[config.mk]
export PLATFORM = sky130hd
export DESIGN_NAME = i2c_master_top
export DESIGN_NICKNAME = d
export VERILOG_FILES = /design/src/rtl/i2c_pkg.sv /design/src/rtl/i2c_wb_regs.sv /design/src/rtl/i2c_byte_ctrl.sv /design/src/rtl/i2c_bit_ctrl.sv /design/src/rtl/i2c_master_top.sv
export SDC_FILE = /design/constraint.sdc
export NUM_CORES = 1
export LEC_CHECK = 0
export BUFFER_PORTS_ARGS = -buffer_cell sky130_fd_sc_hd__buf_4
export CAP_MARGIN = 15
export CORE_MARGIN = 10
export CORE_UTILIZATION = 40
export CTS_BUF_LIST = sky130_fd_sc_hd__clkbuf_16
export DETAILED_ROUTE_END_ITERATION = 16
export HOLD_SLACK_MARGIN = 0.15
export PLACE_DENSITY = 0.6
export SKIP_LAST_GASP = 1
export SLEW_MARGIN = 15
export SYNTH_ARGS = -nofsm -noshare
export SYNTH_HDL_FRONTEND = slang
export SYNTH_SLANG_ARGS = --single-unit
[constraint.sdc]
create_clock -name wb_clk_i -period 6 [get_ports wb_clk_i]
set_clock_uncertainty 0.05 [all_clocks]
set_input_delay 0.6 -clock wb_clk_i [delete_from_list [all_inputs] [get_ports wb_clk_i]]
set_output_delay 0.6 -clock wb_clk_i [all_outputs]
set_load 0.005 [all_outputs]
[src/rtl/i2c_pkg.sv]
////////////////////////////////////////////////////////////////////////////
// I2C master shared definitions
// Register map, bit positions and the types between the controller blocks
////////////////////////////////////////////////////////////////////////////

package i2c_pkg;

  localparam int ADR_W = 3;
  localparam int DAT_W = 8;

  // Wishbone register addresses
  localparam logic [ADR_W-1:0] REG_PRER_LO = 3'd0;
  localparam logic [ADR_W-1:0] REG_PRER_HI = 3'd1;
  localparam logic [ADR_W-1:0] REG_CTR     = 3'd2;
  localparam logic [ADR_W-1:0] REG_TXR_RXR = 3'd3;
  localparam logic [ADR_W-1:0] REG_CR_SR   = 3'd4;

  // Control register
  localparam int CTR_EN  = 7;
  localparam int CTR_IEN = 6;
  localparam logic [DAT_W-1:0] CTR_WR_MASK = 8'hC0;

  // Command register
  localparam int CR_STA  = 7;
  localparam int CR_STO  = 6;
  localparam int CR_RD   = 5;
  localparam int CR_WR   = 4;
  localparam int CR_ACK  = 3;
  localparam int CR_IACK = 0;

  // Status register
  localparam int SR_RXACK = 7;
  localparam int SR_BUSY  = 6;
  localparam int SR_TIP   = 1;
  localparam int SR_IF    = 0;

  localparam logic [15:0] PRER_RESET = 16'hFFFF;

  // One byte command from the register block
  typedef struct packed {
    logic             sta;
    logic             sto;
    logic             rd;
    logic             wr;
    logic             ack;
    logic [DAT_W-1:0] txd;
  } byte_cmd_t;

  // Result of a byte command
  typedef struct packed {
    logic             done;
    logic             rxack;
    logic             busy;
    logic [DAT_W-1:0] rxd;
  } byte_stat_t;

  typedef enum logic [2:0] {
    BIT_IDLE,
    BIT_START,
    BIT_STOP,
    BIT_WRITE,
    BIT_READ
  } bit_cmd_e;

  typedef struct packed {
    bit_cmd_e cmd;
    logic     din;
  } bit_req_t;

endpackage

[src/rtl/i2c_wb_regs.sv]
////////////////////////////////////////////////////////////////////////////
// I2C master Wishbone register block
// Prescale, control, data and command registers, status and interrupt
////////////////////////////////////////////////////////////////////////////

`timescale 1ns/1ns

module i2c_wb_regs import i2c_pkg::*; (
  input  logic             wb_clk_i,
  input  logic             arst_i,
  input  logic [ADR_W-1:0] wb_adr_i,
  input  logic [DAT_W-1:0] wb_dat_i,
  input  logic             wb_we_i,
  input  logic             wb_stb_i,
  input  logic             wb_cyc_i,
  output logic [DAT_W-1:0] wb_dat_o,
  output logic             wb_ack_o,
  output logic             wb_inta_o,
  output logic [15:0]      prescale_o,
  output logic             en_o,
  output byte_cmd_t        cmd_o,
  input  byte_stat_t       stat_i
);

  logic [15:0]      prer;
  logic [DAT_W-1:0] ctr;
  logic [DAT_W-1:0] txr;
  logic [DAT_W-1:0] rxr;
  logic [DAT_W-1:0] sr;
  logic             sta_q;
  logic             sto_q;
  logic             rd_q;
  logic             wr_q;
  logic             ack_q;
  logic             iack_q;
  logic             if_flag;
  logic             tip;
  logic             req;
  logic             wr_en;

  // New request while ack is still low
  assign req   = wb_cyc_i && wb_stb_i && !wb_ack_o;
  assign wr_en = req && wb_we_i;

  // A transfer is in progress while any command bit is pending
  assign tip = sta_q || sto_q || rd_q || wr_q;

  always_comb begin
    sr           = '0;
    sr[SR_RXACK] = stat_i.rxack;
    sr[SR_BUSY]  = stat_i.busy;
    sr[SR_TIP]   = tip;
    sr[SR_IF]    = if_flag;
  end

  always_ff @(posedge wb_clk_i or posedge arst_i) begin
    if (arst_i) begin
      wb_ack_o  <= 1'b0;
      prer      <= PRER_RESET;
      ctr       <= '0;
      rxr       <= '0;
      sta_q     <= 1'b0;
      sto_q     <= 1'b0;
      rd_q      <= 1'b0;
      wr_q      <= 1'b0;
      iack_q    <= 1'b0;
      if_flag   <= 1'b0;
      wb_inta_o <= 1'b0;
    end else begin
      wb_ack_o <= req;
      if (wr_en && !ctr[CTR_EN] && (wb_adr_i == REG_PRER_LO)) begin
        prer[7:0] <= wb_dat_i;
      end
      if (wr_en && !ctr[CTR_EN] && (wb_adr_i == REG_PRER_HI)) begin
        prer[15:8] <= wb_dat_i;
      end
      if (wr_en && (wb_adr_i == REG_CTR)) begin
        ctr <= wb_dat_i & CTR_WR_MASK;
      end

      // Command bits drop when the byte finishes or the core is disabled
      if (stat_i.done || !ctr[CTR_EN]) begin
        sta_q <= 1'b0;
        sto_q <= 1'b0;
        rd_q  <= 1'b0;
        wr_q  <= 1'b0;
      end else if (wr_en && (wb_adr_i == REG_CR_SR) && !tip) begin
        sta_q <= wb_dat_i[CR_STA];
        sto_q <= wb_dat_i[CR_STO];
        rd_q  <= wb_dat_i[CR_RD];
        wr_q  <= wb_dat_i[CR_WR];
      end
      iack_q <= wr_en && (wb_adr_i == REG_CR_SR) && wb_dat_i[CR_IACK];

      if (stat_i.done) begin
        rxr     <= stat_i.rxd;
        if_flag <= 1'b1;
      end else if (iack_q) begin
        if_flag <= 1'b0;
      end
      wb_inta_o <= ctr[CTR_IEN] && if_flag;
    end
  end

  // Data registers and read data
  always_ff @(posedge wb_clk_i) begin
    if (wr_en && (wb_adr_i == REG_TXR_RXR)) begin
      txr <= wb_dat_i;
    end
    if (wr_en && (wb_adr_i == REG_CR_SR) && !tip) begin
      ack_q <= wb_dat_i[CR_ACK];
    end
    if (req) begin
      case (wb_adr_i)
        REG_PRER_LO: wb_dat_o <= prer[7:0];
        REG_PRER_HI: wb_dat_o <= prer[15:8];
        REG_CTR:     wb_dat_o <= ctr;
        REG_TXR_RXR: wb_dat_o <= rxr;
        REG_CR_SR:   wb_dat_o <= sr;
        default:     wb_dat_o <= '0;
      endcase
    end
  end

  assign prescale_o = prer;
  assign en_o       = ctr[CTR_EN];
  assign cmd_o.sta  = sta_q;
  assign cmd_o.sto  = sto_q;
  assign cmd_o.rd   = rd_q;
  assign cmd_o.wr   = wr_q;
  assign cmd_o.ack  = ack_q;
  assign cmd_o.txd  = txr;

endmodule

[src/rtl/i2c_byte_ctrl.sv]
////////////////////////////////////////////////////////////////////////////
// I2C byte controller
// Sequences START, eight data bits, acknowledge and STOP per command
////////////////////////////////////////////////////////////////////////////

`timescale 1ns/1ns

module i2c_byte_ctrl import i2c_pkg::*; (
  input  logic       wb_clk_i,
  input  logic       arst_i,
  input  logic       en_i,
  input  byte_cmd_t  cmd_i,
  output byte_stat_t stat_o,
  output bit_req_t   bit_req_o,
  input  logic       bit_done_i,
  input  logic       bit_dout_i
);

  localparam int CNT_W = $clog2(DAT_W);

  typedef enum logic [2:0] {
    ST_IDLE,
    ST_START,
    ST_DATA,
    ST_ACK,
    ST_STOP
  } state_e;

  state_e           state;
  logic [DAT_W-1:0] shreg;
  logic [CNT_W-1:0] bit_cnt;
  logic             rxack_q;
  logic             busy_q;
  logic             go;
  logic             xfer;
  logic             done;

  assign xfer = cmd_i.rd || cmd_i.wr;
  assign go   = cmd_i.sta || cmd_i.sto || xfer;

  // Done comes straight from the last bit so the command clears in step
  always_comb begin
    done = 1'b0;
    if (bit_done_i) begin
      case (state)
        ST_START: done = !xfer && !cmd_i.sto;
        ST_ACK:   done = !cmd_i.sto;
        ST_STOP:  done = 1'b1;
        default:  done = 1'b0;
      endcase
    end
  end

  always_comb begin
    bit_req_o.cmd = BIT_IDLE;
    bit_req_o.din = 1'b1;
    case (state)
      ST_START: bit_req_o.cmd = BIT_START;
      ST_DATA: begin
        bit_req_o.cmd = cmd_i.wr ? BIT_WRITE : BIT_READ;
        bit_req_o.din = cmd_i.wr ? shreg[DAT_W-1] : 1'b1;
      end
      // Slave acks a write, master acks a read
      ST_ACK: begin
        bit_req_o.cmd = cmd_i.wr ? BIT_READ : BIT_WRITE;
        bit_req_o.din = cmd_i.wr ? 1'b1 : cmd_i.ack;
      end
      ST_STOP:  bit_req_o.cmd = BIT_STOP;
      default:  bit_req_o.cmd = BIT_IDLE;
    endcase
  end

  always_ff @(posedge wb_clk_i or posedge arst_i) begin
    if (arst_i) begin
      state   <= ST_IDLE;
      bit_cnt <= '0;
      rxack_q <= 1'b0;
      busy_q  <= 1'b0;
    end else if (!en_i) begin
      state  <= ST_IDLE;
      busy_q <= 1'b0;
    end else begin
      case (state)
        ST_IDLE: begin
          if (go) begin
            bit_cnt <= CNT_W'(DAT_W - 1);
            if (cmd_i.sta) begin
              state <= ST_START;
            end else if (xfer) begin
              state <= ST_DATA;
            end else begin
              state <= ST_STOP;
            end
          end
        end
        ST_START: begin
          if (bit_done_i) begin
            busy_q <= 1'b1;
            if (xfer) begin
              state <= ST_DATA;
            end else if (cmd_i.sto) begin
              state <= ST_STOP;
            end else begin
              state <= ST_IDLE;
            end
          end
        end
        ST_DATA: begin
          if (bit_done_i) begin
            if (bit_cnt == '0) begin
              state <= ST_ACK;
            end else begin
              bit_cnt <= bit_cnt - 1'b1;
            end
          end
        end
        ST_ACK: begin
          if (bit_done_i) begin
            if (cmd_i.wr) begin
              rxack_q <= bit_dout_i;
            end
            state <= cmd_i.sto ? ST_STOP : ST_IDLE;
          end
        end
        ST_STOP: begin
          if (bit_done_i) begin
            busy_q <= 1'b0;
            state  <= ST_IDLE;
          end
        end
        default: state <= ST_IDLE;
      endcase
    end
  end

  // Shift out MSB first, shift in the sampled bit
  always_ff @(posedge wb_clk_i) begin
    if ((state == ST_IDLE) && go) begin
      shreg <= cmd_i.txd;
    end else if ((state == ST_DATA) && bit_done_i) begin
      shreg <= {shreg[DAT_W-2:0], bit_dout_i};
    end
  end

  assign stat_o.done  = done;
  assign stat_o.rxack = rxack_q;
  assign stat_o.busy  = busy_q;
  assign stat_o.rxd   = shreg;

endmodule

[src/rtl/i2c_bit_ctrl.sv]
////////////////////////////////////////////////////////////////////////////
// I2C bit controller
// Prescaled four-phase engine for START, STOP and data bits on SCL/SDA
////////////////////////////////////////////////////////////////////////////

`timescale 1ns/1ns

module i2c_bit_ctrl import i2c_pkg::*; (
  input  logic        wb_clk_i,
  input  logic        arst_i,
  input  logic        en_i,
  input  logic [15:0] prescale_i,
  input  bit_req_t    bit_req_i,
  output logic        bit_done_o,
  output logic        bit_dout_o,
  input  logic        scl_pad_i,
  input  logic        sda_pad_i,
  output logic        scl_padoen_o,
  output logic        sda_padoen_o
);

  logic [1:0]  scl_sync;
  logic [1:0]  sda_sync;
  logic [15:0] pre_cnt;
  logic [1:0]  phase;
  logic        busy;
  bit_cmd_e    cmd_q;
  logic        din_q;
  logic        dout_q;
  logic        scl_oen;
  logic        sda_oen;
  logic        tick;
  logic        start;
  logic        load;
  bit_cmd_e    cmd_sel;
  logic        din_sel;
  logic [1:0]  phase_sel;
  logic        scl_nxt;
  logic        sda_nxt;

  assign tick       = en_i && busy && (pre_cnt == '0);
  assign start      = en_i && !busy && (bit_req_i.cmd != BIT_IDLE);
  assign load       = start || (tick && (phase != 2'd3));
  assign bit_done_o = tick && (phase == 2'd3);

  // Output enables for the phase about to begin
  always_comb begin
    cmd_sel   = busy ? cmd_q : bit_req_i.cmd;
    din_sel   = busy ? din_q : bit_req_i.din;
    phase_sel = busy ? phase + 2'd1 : 2'd0;
    scl_nxt   = scl_oen;
    sda_nxt   = sda_oen;
    case (cmd_sel)
      BIT_START: begin
        // SDA falls while SCL is high
        sda_nxt = (phase_sel < 2'd2);
        if (phase_sel != 2'd0) begin
          scl_nxt = (phase_sel != 2'd3);
        end
      end
      BIT_STOP: begin
        // SDA rises while SCL is high
        scl_nxt = (phase_sel != 2'd0);
        sda_nxt = (phase_sel == 2'd3);
      end
      BIT_WRITE, BIT_READ: begin
        scl_nxt = (phase_sel == 2'd1) || (phase_sel == 2'd2);
        sda_nxt = (cmd_sel == BIT_WRITE) ? din_sel : 1'b1;
      end
      default: begin
        scl_nxt = scl_oen;
        sda_nxt = sda_oen;
      end
    endcase
  end

  always_ff @(posedge wb_clk_i or posedge arst_i) begin
    if (arst_i) begin
      scl_sync <= 2'b11;
      sda_sync <= 2'b11;
    end else begin
      scl_sync <= {scl_sync[0], scl_pad_i};
      sda_sync <= {sda_sync[0], sda_pad_i};
    end
  end

  always_ff @(posedge wb_clk_i or posedge arst_i) begin
    if (arst_i) begin
      busy    <= 1'b0;
      phase   <= 2'd0;
      pre_cnt <= '0;
      scl_oen <= 1'b1;
      sda_oen <= 1'b1;
    end else if (!en_i) begin
      busy    <= 1'b0;
      phase   <= 2'd0;
      pre_cnt <= '0;
      scl_oen <= 1'b1;
      sda_oen <= 1'b1;
    end else begin
      if (start) begin
        busy    <= 1'b1;
        phase   <= 2'd0;
        pre_cnt <= prescale_i;
      end else if (tick) begin
        pre_cnt <= prescale_i;
        if (phase == 2'd3) begin
          busy <= 1'b0;
        end else begin
          phase <= phase + 2'd1;
        end
      end else if (busy) begin
        pre_cnt <= pre_cnt - 16'd1;
      end
      if (load) begin
        scl_oen <= scl_nxt;
        sda_oen <= sda_nxt;
      end
    end
  end

  // Request is latched for the whole bit
  always_ff @(posedge wb_clk_i) begin
    if (start) begin
      cmd_q <= bit_req_i.cmd;
      din_q <= bit_req_i.din;
    end
    // Sample at the end of the SCL high phase
    if (tick && (phase == 2'd2) && scl_sync[1]) begin
      dout_q <= sda_sync[1];
    end
  end

  assign bit_dout_o   = dout_q;
  assign scl_padoen_o = scl_oen;
  assign sda_padoen_o = sda_oen;

endmodule

[src/rtl/i2c_master_top.sv]
////////////////////////////////////////////////////////////////////////////
// I2C master controller top level
// Wishbone register block, byte sequencer and bit engine
////////////////////////////////////////////////////////////////////////////

`timescale 1ns/1ns

module i2c_master_top import i2c_pkg::*; (
  input  logic             wb_clk_i,
  input  logic             arst_i,
  input  logic [ADR_W-1:0] wb_adr_i,
  input  logic [DAT_W-1:0] wb_dat_i,
  input  logic             wb_we_i,
  input  logic             wb_stb_i,
  input  logic             wb_cyc_i,
  output logic [DAT_W-1:0] wb_dat_o,
  output logic             wb_ack_o,
  output logic             wb_inta_o,
  input  logic             scl_pad_i,
  input  logic             sda_pad_i,
  output logic             scl_pad_o,
  output logic             scl_padoen_o,
  output logic             sda_pad_o,
  output logic             sda_padoen_o
);

  logic [15:0] prescale;
  logic        en;
  byte_cmd_t   byte_cmd;
  byte_stat_t  byte_stat;
  bit_req_t    bit_req;
  logic        bit_done;
  logic        bit_dout;

  // Open drain lines pulled low only through the enables
  assign scl_pad_o = 1'b0;
  assign sda_pad_o = 1'b0;

  i2c_wb_regs u_regs (
    .wb_clk_i   (wb_clk_i),
    .arst_i     (arst_i),
    .wb_adr_i   (wb_adr_i),
    .wb_dat_i   (wb_dat_i),
    .wb_we_i    (wb_we_i),
    .wb_stb_i   (wb_stb_i),
    .wb_cyc_i   (wb_cyc_i),
    .wb_dat_o   (wb_dat_o),
    .wb_ack_o   (wb_ack_o),
    .wb_inta_o  (wb_inta_o),
    .prescale_o (prescale),
    .en_o       (en),
    .cmd_o      (byte_cmd),
    .stat_i     (byte_stat)
  );

  i2c_byte_ctrl u_byte_ctrl (
    .wb_clk_i   (wb_clk_i),
    .arst_i     (arst_i),
    .en_i       (en),
    .cmd_i      (byte_cmd),
    .stat_o     (byte_stat),
    .bit_req_o  (bit_req),
    .bit_done_i (bit_done),
    .bit_dout_i (bit_dout)
  );

  i2c_bit_ctrl u_bit_ctrl (
    .wb_clk_i     (wb_clk_i),
    .arst_i       (arst_i),
    .en_i         (en),
    .prescale_i   (prescale),
    .bit_req_i    (bit_req),
    .bit_done_o   (bit_done),
    .bit_dout_o   (bit_dout),
    .scl_pad_i    (scl_pad_i),
    .sda_pad_i    (sda_pad_i),
    .scl_padoen_o (scl_padoen_o),
    .sda_padoen_o (sda_padoen_o)
  );

endmodule

==> results_dict.tcl <==
set metrics [dict create \
    status "completed" \
    cts_setup_buffers 0 \
    fmax_mhz 372 \
    clk_pin_slew_ps 70 \
    hp-class "in -> reg" \
    ctsRootBufferMaster "clkbuf_16" \
    slowest_stage "o21ai_2" \
    setup_slack_ps 3310 \
    ys_warn_count 0 \
    routed-via-count 3689 \
    r2r_cells 8 \
    post-dp-hpwl_um 8520 \
    num-fill-cells 1179 \
    io_buffer_count 29 \
    leakagePower_nw 2.39 \
    clk_path_buf_depth 2 \
    reg2reg_to "u_bit_ctrl.pre_cnt[0]" \
    holdBufCountCts 0 \
    multi_input_area_um2 2260 \
    drc 0 \
    cts_max_level 3 \
    start_util 0.407 \
    yosysUniqueCellTypes 75 \
    grt_setup_unrepaired "false" \
    endpoint_kind "flop" \
    tritoncts "done" \
    synth.cell_area_um2 5120 \
    antenna_left 0 \
    worstHoldPathCells 1 \
    nNetsFinal 511 \
    placed_area_um2 5420 \
    final_layout_size_suffix_gt1_frac 0.278 \
    crit_required_ps 6230 \
    cts_resized 0 \
    synth_top_area_frac 0.220 \
    p_per_area_nw_per_um2 386 \
    final-seq-area_um2 2610 \
    path_class "reg -> reg" \
    drtIter0Drc 325 \
    area_delta_synth_final_pct 12.2 \
    async_reset_ff_frac 0.691 \
    fp-row-count 41 \
    holdPathEnd "u_bit_ctrl.scl_sync[0]" \
    synth-edff-count 30 \
    finalWirelength_um 12000 \
    maxCapViolations 0 \
    synth_area_leaders "dfrtp_1 22%, edfxtp_1 18%, dfstp_2 11%" \
    worst_setup_path_start_kind "flop" \
    cts.sinks 97 \
    wire_per_inst_um 18.2 \
    grt_pass1_vias 3705 \
    drv_slew 0 \
    grt-ovfl-total 0 \
    slew_headroom 0.299 \
    antenna_found_initial 0 \
    cp.arrival_ps 2910 \
    fp.dieW_um 133 \
    synth_seq_area_share 0.509 \
    crit_chain "inv_1 -> ha_1 -> nor3b_1 -> nand4_1 -> o21ai_2 -> nor2_1 -> a2111o_1 -> o21ai_1" \
    grt_pass1_wl_um 20000 \
    finalSetupViolCount 0 \
    die-area_um2 17700 \
    clk_latency_ps 350 \
    fp.coreArea_um2 12600 \
    peakVddDrop_v 0.000174 \
    place.gp.congestion 0.831 \
    antenna_cells 0 \
    r2r_start "u_bit_ctrl.pre_cnt[0]" \
    tns_ps 0 \
    synth_area_leader_cell "dfrtp_1" \
    cp_max_fo 29 \
    drt_pass1_iterations 5 \
    crit_path_max_incr_delay_ps 870 \
    ys_ff_latch 97 \
    ys_dominant_reg_cell "dfrtp_1" \
    placed_cells 646 \
    stdcell_area_um2 5740 \
    ios 32 \
    die_h_um 133 \
    vias_per_cell 5.57 \
    synthCells 468 \
    grt_max_degree 68 \
    period_share 0.448 \
    stdcell_count 662 \
    hold_violations 0 \
    dp_slack_ps 3190 \
    worstMarginPinSlew_ps 1050 \
    cts_made_buffers 9 \
    hold_start "scl_pad_i" \
    r2r_setup_slack_ps 3310 \
    grt_usage 0.141 \
    period_minus_slack_ps 2690 \
    syn_avg_cell_area_um2 10.9 \
]
[layer usage]
metal / track usage / vias to the layer above / share of wire
met5: 0 / - / 0
met1: 0.177 / 1843 / 0.45
met2: 0.233 / 83 / 0.50
met4: 0.0453 / 0 / 0.014
met3: 0.0327 / 17 / 0.041
li1: - / 1746 / -
[flip-flops by register name (all words and copies together), names as in the netlist, 2 cells and up]
name / count
u_bit_ctrl.pre_cnt: 16
u_regs.prescale_o: 16
u_byte_ctrl.shreg: 8
u_regs.rxr: 8
u_regs.txr: 8
u_regs.wb_dat_o: 8
u_bit_ctrl.cmd_q: 3
u_byte_ctrl.bit_cnt: 3
u_byte_ctrl.state: 3
u_bit_ctrl.phase: 2
u_bit_ctrl.scl_sync: 2
u_bit_ctrl.sda_sync: 2
u_regs.ctr: 2
[layout make-up]
class,count,area share
timing repair buffer,32,0.0418
sequential,97,0.454
multi-input combinational,320,0.394
inverter,25,0.0163
tap,172,0.0375
clock buffer,9,0.0392
clock inverter,7,0.0174
[logic make-up after synthesis]
logic type | count (synthesis) | share of synthesized area
AND/OR/NAND/NOR | 149 | 0.165
AO/OA/AOI/OAI | 116 | 0.147
flip-flops | 97 | 0.509
buffers and inverters | 52 | 0.0501
multiplexers | 45 | 0.108
adder cells (fa/ha/maj) | 8 | 0.0196
other | 1 | 0.000733
[power breakdown]
part	total, mW	internal (mW)	switching (mW)
registers	0.910	0.788	0.122
clock network	0.619	0.337	0.282
logic	0.690	0.277	0.414
[synthesized netlist by cell type (all sizes together), types with 5 or more instances]
master and number:
a21oi 31, a31oi 7, and3 5, buf 21, clkbuf 6, dfrtp 45
dfstp 22, edfxtp 30, ha 8, inv 25, mux2 39, nand2 30
nand3 8, nor2 37, nor2b 6, nor3 24, nor4 8, o21ai 41
o22ai 5
[stage by stage]
stage	total power, mW	hold slack (ps)	util
after floorplan	1.44	295	-
after global routing	2.37	287	0.457
after global placement	1.60	297	0.431
after detailed placement	1.61	299	0.431
final	2.22	302	0.457
after CTS	2.23	290	0.457
[cells in the final DEF, fill, tap and decap left out, types with 4 or more instances in the layout]
cell type and count:
nand2_1 28, nand3_1 6, nor4_1 6, o21ai_0 34, nand2b_1 4, inv_1 23, ha_1 8, nor2b_1 6
mux2_4 8, nor3_1 22, dfrtp_1 45, a22oi_1 4, and3_1 5, buf_4 32, edfxtp_1 30, o21ai_1 5
o22ai_1 5, clkbuf_16 9, mux2_2 30, dfstp_2 22, mux2i_1 4, nor2_1 37, a31oi_1 6, a21oi_1 30
[worst max-delay path by stage]
stage                           from               endpoint  slack [ps]  depth (start not counted)
2_1_floorplan  u_bit_ctrl.pre_cnt[0]   u_byte_ctrl.shreg[0]        3670                          6
3_3_place_gp   u_bit_ctrl.pre_cnt[0]   u_byte_ctrl.shreg[5]        3270                          6
3_5_place_dp   u_bit_ctrl.pre_cnt[0]   u_byte_ctrl.shreg[3]        3190                          6
4_1_cts        u_bit_ctrl.pre_cnt[0]   u_byte_ctrl.shreg[0]        3150                          6
5_1_grt        u_bit_ctrl.pre_cnt[0]  u_bit_ctrl.pre_cnt[0]        3090                          8
6_report       u_bit_ctrl.pre_cnt[0]  u_bit_ctrl.pre_cnt[0]        3310                          8
[critical path, delay by kind of cell (launching register included)]
family                   cells  cell delay (ps)
AO/OA/AOI/OAI                3             1370
AND/OR/NAND/NOR              3              510
buffers and inverters        1              140
flip-flops                   1              380
adder cells (fa/ha/maj)      1              160
Power figures use the tool's default switching activity.
